`config.mk`:
```
export PLATFORM = sky130hd
export DESIGN_NAME = control_unit
export DESIGN_NICKNAME = d
export VERILOG_FILES = /design/src/source/ctrl_pkg.sv /design/src/source/instr_decoder.sv /design/src/source/state_sequencer.sv /design/src/source/control_word_gen.sv /design/src/source/control_unit.sv
export VERILOG_INCLUDE_DIRS = /design/src /design/src/source
export SDC_FILE = /design/constraint.sdc
export NUM_CORES = 1
export LEC_CHECK = 0
export BUFFER_PORTS_ARGS = -buffer_cell sky130_fd_sc_hd__buf_2
export CAP_MARGIN = 20
export CORE_ASPECT_RATIO = 1.4
export CORE_MARGIN = 8
export CORE_UTILIZATION = 52
export CTS_BUF_LIST = sky130_fd_sc_hd__clkbuf_2
export DETAILED_ROUTE_END_ITERATION = 10
export PLACE_DENSITY = 0.81
export SLEW_MARGIN = 20
export SYNTH_ARGS = -nofsm -noshare
export SYNTH_HDL_FRONTEND = slang
export SYNTH_SLANG_ARGS = --single-unit
```
`constraint.sdc`:
```
create_clock -name clk -period 2.1 [get_ports clk]
set_input_delay 0.42 -clock clk [delete_from_list [all_inputs] [get_ports clk]]
set_output_delay 0.42 -clock clk [all_outputs]
set_load 0.01 [all_outputs]
```
`src/source/ctrl_config.svh`:
```
`ifndef CTRL_CONFIG_SVH
`define CTRL_CONFIG_SVH

// instruction fields
`define OPCODE_W 6
`define FUNCT_W  6

// room for the whole state set
`define STATE_W  5

// addm is the longest instruction, counted from FETCH
`define MAX_INSTR_CYCLES 6

`endif

```
`src/source/ctrl_pkg.sv`:
```
`default_nettype none

`include "ctrl_config.svh"

package ctrl_pkg;

    typedef enum logic [`STATE_W-1:0] {
        FETCH,
        BRANCH_END,             // branch target into alu_out
        DECODE,
        A_MEM_READ,             // addm operand a
        B_MEM_READ,             // addm operand b
        DIVM,
        ALU_OP_1,               // slt
        DESLOC_CALC,            // shifter runs
        WRITE_BACK_1,
        ALU_OP_2,
        WRITE_BACK_2,
        JUMP_REG,
        DIV_MUL_REG_WRITE
    } ctrl_state_e;

    typedef enum logic [2:0] {
        CLS_NONE,
        CLS_ARITH,
        CLS_SLT,
        CLS_SHIFT,
        CLS_JR,
        CLS_DIVMUL,
        CLS_ADDM
    } instr_class_e;

    // meaning depends on the class, so codes repeat across classes
    typedef logic [1:0] op_variant_e;
    localparam op_variant_e VAR_ADD  = 2'd0;
    localparam op_variant_e VAR_SUB  = 2'd1;
    localparam op_variant_e VAR_AND  = 2'd2;
    localparam op_variant_e VAR_SLL  = 2'd0;
    localparam op_variant_e VAR_SRA  = 2'd1;
    localparam op_variant_e VAR_DIV  = 2'd0;
    localparam op_variant_e VAR_MULT = 2'd1;

    typedef enum logic [2:0] {
        ALU_PASS = 3'b000,
        ALU_ADD  = 3'b001,
        ALU_SUB  = 3'b010,
        ALU_AND  = 3'b011
    } alu_op_e;

    typedef enum logic [2:0] {
        SH_NONE        = 3'b000,
        SH_LEFT        = 3'b010,
        SH_RIGHT_ARITH = 3'b100
    } sh_op_e;

    typedef struct packed {
        logic       pc_write;
        logic       mem_read;
        logic       ir_write;
        logic       reg_write;
        logic       ab_from_memory;     // a/b loaded from memory data
        logic       div_mul_wr;
        logic       div_mul_to_reg;     // 1 picks mult
        logic [1:0] i_or_d;             // address mux
        logic [2:0] mem_to_reg;         // write-back mux
        logic [1:0] pc_src;
        alu_op_e    alu_op;
        logic [1:0] alu_src_a;
        logic [1:0] alu_src_b;
        logic [1:0] reg_dst;
        sh_op_e     sh_op;
    } ctrl_word_t;

endpackage

`default_nettype wire

```
`src/source/instr_decoder.sv`:
```
`timescale 1ns/100ps
`default_nettype none

`include "ctrl_config.svh"

module instr_decoder (
    input  wire [`OPCODE_W-1:0]     i_opcode,
    input  wire [`FUNCT_W-1:0]      i_funct,
    output ctrl_pkg::instr_class_e  o_class,
    output ctrl_pkg::op_variant_e   o_variant
);
    import ctrl_pkg::*;

    localparam logic [`OPCODE_W-1:0] OP_RTYPE = 6'b000000;

    localparam logic [`FUNCT_W-1:0] FN_SLL  = 6'b000000;
    localparam logic [`FUNCT_W-1:0] FN_SRA  = 6'b000011;
    localparam logic [`FUNCT_W-1:0] FN_ADDM = 6'b000101;
    localparam logic [`FUNCT_W-1:0] FN_JR   = 6'b001000;
    localparam logic [`FUNCT_W-1:0] FN_MULT = 6'b011000;
    localparam logic [`FUNCT_W-1:0] FN_DIV  = 6'b011010;
    localparam logic [`FUNCT_W-1:0] FN_ADD  = 6'b100000;
    localparam logic [`FUNCT_W-1:0] FN_SUB  = 6'b100010;
    localparam logic [`FUNCT_W-1:0] FN_AND  = 6'b100100;
    localparam logic [`FUNCT_W-1:0] FN_SLT  = 6'b101010;

    always_comb begin
        o_class   = CLS_NONE;
        o_variant = VAR_ADD;                        // zero unless the class uses it
        case ({i_opcode, i_funct})
            {OP_RTYPE, FN_ADD}: begin
                o_class   = CLS_ARITH;
                o_variant = VAR_ADD;
            end
            {OP_RTYPE, FN_SUB}: begin
                o_class   = CLS_ARITH;
                o_variant = VAR_SUB;
            end
            {OP_RTYPE, FN_AND}: begin
                o_class   = CLS_ARITH;
                o_variant = VAR_AND;
            end
            {OP_RTYPE, FN_SLL}: begin
                o_class   = CLS_SHIFT;
                o_variant = VAR_SLL;
            end
            {OP_RTYPE, FN_SRA}: begin
                o_class   = CLS_SHIFT;
                o_variant = VAR_SRA;
            end
            {OP_RTYPE, FN_MULT}: begin
                o_class   = CLS_DIVMUL;
                o_variant = VAR_MULT;
            end
            {OP_RTYPE, FN_DIV}: begin
                o_class   = CLS_DIVMUL;
                o_variant = VAR_DIV;
            end
            {OP_RTYPE, FN_SLT}:  o_class = CLS_SLT;
            {OP_RTYPE, FN_JR}:   o_class = CLS_JR;
            {OP_RTYPE, FN_ADDM}: o_class = CLS_ADDM;
            default:             o_class = CLS_NONE;    // straight back to fetch
        endcase
    end

endmodule

`default_nettype wire

```
`src/source/state_sequencer.sv`:
```
`timescale 1ns/100ps
`default_nettype none

`include "ctrl_config.svh"

module state_sequencer (
    input  wire                          clk,
    input  wire                          reset,
    input  wire ctrl_pkg::instr_class_e  i_class,
    input  wire ctrl_pkg::op_variant_e   i_variant,
    output ctrl_pkg::ctrl_state_e        o_state,
    output ctrl_pkg::op_variant_e        o_variant
);
    import ctrl_pkg::*;

    localparam int AGE_W = $clog2(`MAX_INSTR_CYCLES + 1);
    localparam logic [AGE_W-1:0] AGE_LIMIT = AGE_W'(`MAX_INSTR_CYCLES);

    ctrl_state_e        state_q;
    ctrl_state_e        state_d;
    op_variant_e        variant_q;
    logic [AGE_W-1:0]   fetch_age;                  // cycles since FETCH was entered

    always_comb begin
        state_d = FETCH;
        case (state_q)
            FETCH:       state_d = BRANCH_END;
            BRANCH_END:  state_d = DECODE;
            DECODE: begin
                case (i_class)
                    CLS_ARITH:  state_d = ALU_OP_2;
                    CLS_SLT:    state_d = ALU_OP_1;
                    CLS_SHIFT:  state_d = DESLOC_CALC;
                    CLS_JR:     state_d = JUMP_REG;
                    CLS_DIVMUL: state_d = DIV_MUL_REG_WRITE;
                    CLS_ADDM:   state_d = A_MEM_READ;
                    default:    state_d = FETCH;
                endcase
            end
            A_MEM_READ:  state_d = B_MEM_READ;
            B_MEM_READ:  state_d = DIVM;
            DESLOC_CALC: state_d = WRITE_BACK_1;
            ALU_OP_2:    state_d = WRITE_BACK_2;
            default:     state_d = FETCH;           // last execution states
        endcase
    end

    always_ff @(posedge clk) begin
        if (reset) begin
            state_q <= FETCH;
        end else begin
            state_q <= state_d;
        end
    end

    // held through execution
    always_ff @(posedge clk) begin
        if (state_q == DECODE) begin
            variant_q <= i_variant;
        end
    end

    always_ff @(posedge clk) begin
        if (reset) begin
            fetch_age <= '0;
        end else if (state_q == FETCH) begin
            fetch_age <= AGE_W'(1);
        end else begin
            fetch_age <= fetch_age + AGE_W'(1);
        end
    end

    assign o_state   = state_q;
    assign o_variant = variant_q;

    a_state_legal: assert property (@(posedge clk) disable iff (reset)
        state_q inside {FETCH, BRANCH_END, DECODE, A_MEM_READ, B_MEM_READ, DIVM,
                        ALU_OP_1, DESLOC_CALC, WRITE_BACK_1, ALU_OP_2, WRITE_BACK_2,
                        JUMP_REG, DIV_MUL_REG_WRITE})
        else $error("state register holds an undefined encoding");

    a_fetch_recurs: assert property (@(posedge clk) disable iff (reset)
        (state_q != FETCH) |-> (fetch_age < AGE_LIMIT))
        else $error("no return to FETCH within the longest instruction");

endmodule

`default_nettype wire

```
`src/source/control_word_gen.sv`:
```
`timescale 1ns/100ps
`default_nettype none

module control_word_gen (
    input  wire                         clk,
    input  wire                         reset,
    input  wire ctrl_pkg::ctrl_state_e  i_state,
    input  wire ctrl_pkg::op_variant_e  i_variant,
    output ctrl_pkg::ctrl_word_t        o_ctrl
);
    import ctrl_pkg::*;

    ctrl_word_t word_d;

    always_comb begin
        word_d = '0;
        case (i_state)
            FETCH: begin
                word_d.pc_write  = 1'b1;            // pc + 4
                word_d.mem_read  = 1'b1;
                word_d.ir_write  = 1'b1;
                word_d.alu_op    = ALU_ADD;
                word_d.alu_src_b = 2'b01;
            end
            BRANCH_END: begin
                word_d.alu_op    = ALU_ADD;
                word_d.alu_src_b = 2'b11;           // shifted offset
            end
            A_MEM_READ: begin
                word_d.mem_read = 1'b1;
                word_d.i_or_d   = 2'b01;
            end
            B_MEM_READ: begin
                word_d.mem_read = 1'b1;
                word_d.i_or_d   = 2'b10;
            end
            DIVM: begin
                word_d.div_mul_wr = 1'b1;
                word_d.alu_op     = ALU_SUB;
            end
            ALU_OP_1: begin
                word_d.reg_write  = 1'b1;
                word_d.alu_op     = ALU_SUB;        // compare by subtract
                word_d.mem_to_reg = 3'b011;
                word_d.alu_src_a  = 2'b01;
                word_d.reg_dst    = 2'b01;
            end
            DESLOC_CALC: begin
                word_d.sh_op = (i_variant == VAR_SLL) ? SH_LEFT : SH_RIGHT_ARITH;
            end
            WRITE_BACK_1: begin
                word_d.reg_write  = 1'b1;
                word_d.mem_to_reg = 3'b100;         // shifter result
                word_d.reg_dst    = 2'b01;
            end
            ALU_OP_2: begin
                case (i_variant)
                    VAR_SUB: word_d.alu_op = ALU_SUB;
                    VAR_AND: word_d.alu_op = ALU_AND;
                    default: word_d.alu_op = ALU_ADD;
                endcase
                word_d.alu_src_a = 2'b01;
            end
            WRITE_BACK_2: begin
                word_d.reg_write  = 1'b1;
                word_d.mem_to_reg = 3'b101;
                word_d.reg_dst    = 2'b01;
            end
            JUMP_REG: begin
                word_d.pc_write = 1'b1;
                word_d.pc_src   = 2'b11;            // rs into pc
            end
            DIV_MUL_REG_WRITE: begin
                word_d.ab_from_memory = 1'b1;
                word_d.div_mul_wr     = 1'b1;
                word_d.div_mul_to_reg = (i_variant == VAR_MULT);
            end
            default: word_d = '0;                   // DECODE drives nothing
        endcase
    end

    always_ff @(posedge clk) begin
        if (reset) begin
            o_ctrl <= '0;
        end else begin
            o_ctrl <= word_d;
        end
    end

    a_fetch_reads_mem: assert property (@(posedge clk) disable iff (reset)
        o_ctrl.ir_write |-> o_ctrl.mem_read)
        else $error("ir_write without mem_read");

    a_single_writer: assert property (@(posedge clk) disable iff (reset)
        !(o_ctrl.reg_write && o_ctrl.pc_write))
        else $error("reg_write and pc_write asserted together");

endmodule

`default_nettype wire

```
`src/source/control_unit.sv`:
```
`timescale 1ns/100ps
`default_nettype none

`include "ctrl_config.svh"

module control_unit (
    input  wire                    clk,
    input  wire                    reset,
    input  wire [`OPCODE_W-1:0]    i_opcode,
    input  wire [`FUNCT_W-1:0]     i_funct,
    output ctrl_pkg::ctrl_word_t   o_ctrl
);
    import ctrl_pkg::*;

    instr_class_e   dec_class;
    op_variant_e    dec_variant;
    op_variant_e    held_variant;                   // latched at DECODE
    ctrl_state_e    state;

    instr_decoder u_decoder (
        .i_opcode  (i_opcode),
        .i_funct   (i_funct),
        .o_class   (dec_class),
        .o_variant (dec_variant)
    );

    state_sequencer u_sequencer (
        .clk       (clk),
        .reset     (reset),
        .i_class   (dec_class),
        .i_variant (dec_variant),
        .o_state   (state),
        .o_variant (held_variant)
    );

    control_word_gen u_word_gen (
        .clk       (clk),
        .reset     (reset),
        .i_state   (state),
        .i_variant (held_variant),
        .o_ctrl    (o_ctrl)
    );

endmodule

`default_nettype wire

```
==> results of run 1 <==
==> metrics by stage <==
step | total power, uW | hold WS, ns | utilization | std cells
6_report | 821 | 0.431 | 0.591 | 199
5_1_grt | 856 | 0.433 | 0.591 | 199
4_1_cts | 827 | 0.415 | 0.591 | 199
3_5_place_dp | 654 | 0.639 | 0.583 | 195
3_3_place_gp | 649 | 0.623 | 0.583 | 195
2_1_floorplan | 633 | 0.481 | - | 142
==> final timing paths <==
| check | startpoint | endpoint |
|---|---|---|
| setup / recovery | u_sequencer.o_state[1]$_SDFF_PP0_ | u_sequencer.o_state[3]$_SDFF_PP0_ |
| hold / removal | i_funct[2] | u_sequencer.o_variant[0]$_DFFE_PP_ |
| setup reg to reg | u_sequencer.o_state[1]$_SDFF_PP0_ | u_sequencer.o_state[3]$_SDFF_PP0_ |
| hold reg to reg | u_sequencer.o_state[2]$_SDFF_PP0_ | u_word_gen.o_ctrl[20]$_SDFF_PP0_ |
==> state kept, by name, indices dropped and copies added, names as in the netlist <==
name	cells
u_sequencer.o_state	4
u_word_gen.o_ctrl	20
u_sequencer.o_variant	2
==> report_power, final <==
| part | switching (uW) | internal, uW | total, uW |
|---|---|---|---|
| logic | 67.1 | 46.1 | 113 |
| clock network | 136 | 41.4 | 177 |
| registers | 14.4 | 516 | 531 |
| total | 217 | 604 | 821 |
==> placed cells by master (no fill, tap or decap), drive strengths merged, types with 3 or more instances in the layout <==
cell type | Yosys | routed
conb | 1 | 4
nand3 | 3 | 3
or4 | 3 | 3
nor2b | 4 | 4
nor4 | 8 | 8
o21ai | 5 | 5
a21oi | 4 | 4
or2 | 3 | 3
nand2 | 6 | 6
nor3 | 7 | 7
nand2b | 5 | 5
buf | 10 | 36
clkbuf | 7 | 3
nor2 | 8 | 8
dfxtp | 24 | 24
inv | 6 | 6
==> final cells by class <==
class | count | area [sq um]
sequential | 26 | 541
tap | 34 | 42.5
clock buffer | 3 | 15.0
multi-input combinational | 93 | 606
clock inverter | 1 | 3.75
inverter | 6 | 22.5
timing repair buffer | 36 | 183
fill | 216 | 978
==> per-layer routing <==
metal	vias to the layer above	global-route usage
met4	0	0.0874
met1	495	0.106
met2	41	0.226
met3	7	0.0291
li1	542	-
met5	-	0
==> logic make-up after synthesis <==
family / Yosys count / synth area share
buffers and inverters: 23 / 0.125
other: 1 / 0.00289
AND/OR/NAND/NOR: 58 / 0.264
adder cells (fa/ha/maj): 3 / 0.0270
flip-flops: 26 / 0.417
AO/OA/AOI/OAI: 25 / 0.138
XOR/XNOR: 3 / 0.0260
==> worst max-delay path: stages (launching register included) <==
cell	delay, ns
sky130_fd_sc_hd__dfxtp_1	0.58
sky130_fd_sc_hd__nand2b_1	0.18
sky130_fd_sc_hd__or4_1	0.49
sky130_fd_sc_hd__o41ai_1	0.34
==> parameters.txt, run 1 <==
Parameter                              Value

Run status
  Outcome    complete, no violations

CTS
  Worst-Skew Late Latency    0.34 ns
  Root buf cell    sky130_fd_sc_hd__clkbuf_2
  Buffer levels on the longest clock path    2
  # clock sinks    26
  PostCTS Resize Cnt    0
  TritonCTS clock tree    yes
  Count of buffers added by post-CTS timing repair for setup    0
  CTS Hold Bufs    0
  CTS buffer count    3
  Clock Pin Slew Worst Setup and Hold Paths    0.21 ns
  Maximum level of the CTS H-tree    1

Routing
  TritonRoute pass-1 iters    4
  Highest metal layer with signal wires    met4
  Metal3 WL    181 um
  Via-to-Cell Ratio    5.45
  Wire length on met1    973 um
  Post-detailed-route count of antenna-violating nets    0
  Post-detailed-route DRC marker count    0
  Iteration-0 DRC count of the detailed router    44
  Vias    1085
  Routed wire length per instance    13.1 um
  Met2 routed wirelength    1380 um
  Detailed-route wire length    2610 um

Pwr
  Largest vdd supply drop    0.282 mV
  Total power density per cell area    581 nW/um^2
  Standby leakage power    0.000618 uW

Global routing
  Total routing usage reported by global routing    0.119
  Number of antenna violations at the first check in global routing    0
  Via count of the first global-routing pass    989
  Largest net degree at the start of global routing    21
  Global-route wire length before repair    4110 um
  Total congestion overflow    0

Synthesis
  Proportion of synthesized chip area in sequential cells    0.417
  Post-synthesis instance area    1300 sq um
  Most used flip-flop cell after synthesis    sky130_fd_sc_hd__dfxtp_1
  Flip-flop and latch count after synthesis    26
  Fraction of synthesis flops using an asynchronous set or reset pin    0
  Cell count after synthesis    139
  Largest cells by area after synthesis    sky130_fd_sc_hd__dfxtp_1 (37%), sky130_fd_sc_hd__edfxtp_1 (4.6%), sky130_fd_sc_hd__clkbuf_8 (4.2%)
  Synth Warn #    0
  Cell accounting for the most synthesized area    sky130_fd_sc_hd__dfxtp_1
  Number of flops mapped to enable cells by yosys    2
  Mean cell area of the mapped netlist    9.33 sq um
  List of most frequent post-synthesis cells    sky130_fd_sc_hd__dfxtp_1 (24), sky130_fd_sc_hd__nor2_1 (8), sky130_fd_sc_hd__nor4_1 (8)
  Most instantiated library cell after synthesis    sky130_fd_sc_hd__dfxtp_1
  Number of different library cells in the post-synthesis netlist    45
  Share of the synthesized area in the top cell type    0.370

Worst setup path
  Critical path startpoint category    register
  Critical path required time    2.37 ns
  Critical path arrival    1.94 ns
  WS Path Type    reg2reg
  Maximum net fanout on the critical path    11
  Crit end category    register
  Reg2Reg Depth    3
  Worst reg-to-reg setup slack    0.43 ns

Min path
  Worst hold stages    2
  Type of the worst min-delay path    in2reg

Timing
  Upper clock frequency limit    599 MHz
  Final setup skew    0.00287 ns
  Setup repair after global routing missed its margin    no
  # setup viols final    0
  Final Slew Violations    0
  Fraction of the cycle the final worst path needs    0.795
  Final number of hold-violating endpoints    0
  Shortest period the worst path allows    1.67 ns
  Final TNS setup    0 ns
  Minimum setup slack in the final design    0.430 ns

Die
  Horizontal die dimension    58.2 um
  Die height    75.1 um
  Core region area    2390 sq um
  Starting density of the core    0.543
  Die ar.    4370 sq um
  Io pins    40
  Site row count    21

Place
  Area post-placement    1390 sq um
  Worst slack at placement    0.171 ns
  Global placement routability congestion    0.922
  HPWL Detailed    2070 um
  IO Port Bufs    35

Layout
  Share of final-layout standard cells stronger than drive strength 1    0.279
  Nets    182
  Synth-to-layout area growth    8.87%
  Antenna diodes    0
  Post-route cell area    1410 sq um

Run
  Maxcap violations    0
(Power assumes the default switching activity.)
==> inputs of run 2 (changes only) <==
Settings changed: CORE_UTILIZATION 52 to 47, PLACE_DENSITY 0.81 to 0.77.
Clock period 2.1 ns to 1.5 ns, I/O delays scaled along.
==> parameters.txt, run 2 (synthesized netlist as in run 1, its figures left out) <==
Parameter                              Value

Min path
  Worst hold stages    3
  Hold-critical path endpoint    u_sequencer.o_state[3]$_SDFF_PP0_
  Worst min-delay path startpoint    reset
  Type of the worst min-delay path    in2reg

Layout
  End-of-flow core utilization    0.604
  Post-route cell area    1580 sq um
  Most flop-heavy register    u_word_gen.o_ctrl
  Synth-to-layout area growth    21.8%
  Number of flip-flops in the largest register    20
  Nets    200
  Commonest non-fill, non-tap cells in the layout    sky130_fd_sc_hd__buf_2 (35), sky130_fd_sc_hd__dfxtp_1 (24), sky130_fd_sc_hd__buf_4 (18)
  Commonest non-fill, non-tap cell in the layout    sky130_fd_sc_hd__buf_2
  Antenna diodes    0
  Final cell count without fillers    219
  Share of final-layout standard cells stronger than drive strength 1    0.366

Worst setup path
  Critical path required time    1.74 ns
  WS Path Type    reg2reg
  Critical path startpoint category    register
  Total stage count of the critical path    2
  Crit end category    register
  Crit-path slowest cell    sky130_fd_sc_hd__or4_1
  Number of buffer and inverter instances along the worst setup path    0
  Launch point of the worst reg-to-reg path    u_sequencer.o_state[2]$_SDFF_PP0_
  Worst reg-to-reg setup slack    0.07 ns
  Delay of the slowest critical-path stage    0.58 ns
  Maximum net fanout on the critical path    3
  Capture point of the worst reg-to-reg path    u_sequencer.o_state[3]$_SDFF_PP0_
  Critical path arrival    1.67 ns
  Series of cell instances along the critical path    or4_1, o41ai_1
  Cell family with the largest share of critical-path delay    simple AND/OR/NAND/NOR gates
  Reg2Reg Depth    2

Routing
  Post-detailed-route count of antenna-violating nets    0
  Routed wire length per instance    13.4 um
  Detailed-route wire length    2930 um
  Via-to-Cell Ratio    5.28
  Vias    1156
  Post-detailed-route DRC marker count    0
  TritonRoute pass-1 iters    4
  Iteration-0 DRC count of the detailed router    35

Timing
  Fraction of the cycle the final worst path needs    0.953
  Final number of hold-violating endpoints    0
  Final Slew Violations    0
  Final setup skew    0.0103 ns
  Setup repair after global routing missed its margin    no
  # setup viols final    0
  Upper clock frequency limit    700 MHz
  Shortest period the worst path allows    1.43 ns
  Final TNS setup    0 ns

Pwr
  Net switching share of the total power    0.262
  Power share of the sequential group    0.611
  Comb pwr share    0.186
  Switching component of the power    312 uW
  Design Power    1190 uW
  Total power density per cell area    755 nW/um^2
  Clock Power Share    0.203
  Largest vdd supply drop    0.333 mV
  Standby leakage power    0.000714 uW
  Internal Power    881 uW

Die
  Starting density of the core    0.496
  Core region area    2620 sq um
  Horizontal die dimension    60.4 um
  Io pins    40
  Site row count    22
  Die ar.    4720 sq um
  Die height    78.2 um

CTS
  TritonCTS clock tree    yes
  Buffer levels on the longest clock path    2
  # clock sinks    26
  Count of buffers added by post-CTS timing repair for setup    0
  Root buf cell    sky130_fd_sc_hd__clkbuf_2
  Maximum level of the CTS H-tree    1
  Worst-Skew Late Latency    0.33 ns
  Clock Pin Slew Worst Setup and Hold Paths    0.22 ns
  CTS buffer count    3

Global routing
  Global-route wire length before repair    4690 um
  Largest net degree at the start of global routing    20
  Total routing usage reported by global routing    0.124
  Number of antenna violations at the first check in global routing    0
  Via count of the first global-routing pass    1160
  Total congestion overflow    0

Run
  Maxcap violations    0

Run status
  Outcome    complete, no violations

Place
  Global placement routability congestion    0.844
  HPWL Detailed    2390 um
  Total placed cells including tap cells    215
  IO Port Bufs    35
  Area post-placement    1550 sq um
## run 2: changes by cell type in the layout (fill, tap and decap cells not counted), sizes merged
| cell | previous run | this run |
|---|---|---|
| buf | 36 | 54 |
## run 2: timing repair
action | CTS | global route
resized for setup | 0 | 3
endpoints found under the setup margin | 0 | 2
hold buffers | 0 | 0
endpoints found under the hold margin | 0 | 0
## run 2: layout make-up
type                    count  area (sq um)
flip-flops and latches     26           541
clock inverters             1          3.75
fillers                   245          1030
inverters                   6          22.5
well taps                  36          45.0
multi-input cells          93           623
repair buffers             54           330
clock buffers               3          15.0
## run 2: power by group through the flow
| stage | clock [uW] | combinational [uW] | sequential [uW] |
|---|---|---|---|
| floorplan | 0 | 133 | 754 |
| global placement | 0 | 208 | 742 |
| detailed placement | 0 | 218 | 744 |
| CTS | 248 | 218 | 730 |
| global route | 282 | 242 | 732 |
| finish | 242 | 222 | 729 |
## run 2: worst reg2reg max path, stage by stage, from the launching register on
cell and delay (ns):
sky130_fd_sc_hd__dfxtp_1 0.38, sky130_fd_sc_hd__or4_1 0.58, sky130_fd_sc_hd__o41ai_1 0.38
## run 2: how the worst max path moves through the flow
| stage | end | start |
|---|---|---|
| after floorplan | u_sequencer.o_state[0]$_SDFF_PP0_ | i_funct[5] |
| after global placement | u_sequencer.o_state[0]$_SDFF_PP0_ | i_funct[0] |
| after detailed placement | u_sequencer.o_state[0]$_SDFF_PP0_ | i_funct[0] |
| after CTS | u_sequencer.o_state[3]$_SDFF_PP0_ | u_sequencer.o_state[0]$_SDFF_PP0_ |
| after global routing | u_sequencer.o_state[0]$_SDFF_PP0_ | i_funct[0] |
| final | u_sequencer.o_state[3]$_SDFF_PP0_ | u_sequencer.o_state[2]$_SDFF_PP0_ |
## run 2: routing by layer
metal  global-route usage  wire [um]
met1               0.0971       1030
met2                0.247       1660
met3               0.0228        146
met4               0.0887         87
met5                    0          0
## run 2: stage by stage
stage                     hold slack (ns)  worst slack, ns
after detailed placement            0.594           -0.271
after global routing                0.290           0.0355
after floorplan                     0.481           -0.128
after global placement              0.582           -0.207
final                               0.327           0.0706
after CTS                           0.317           0.0710
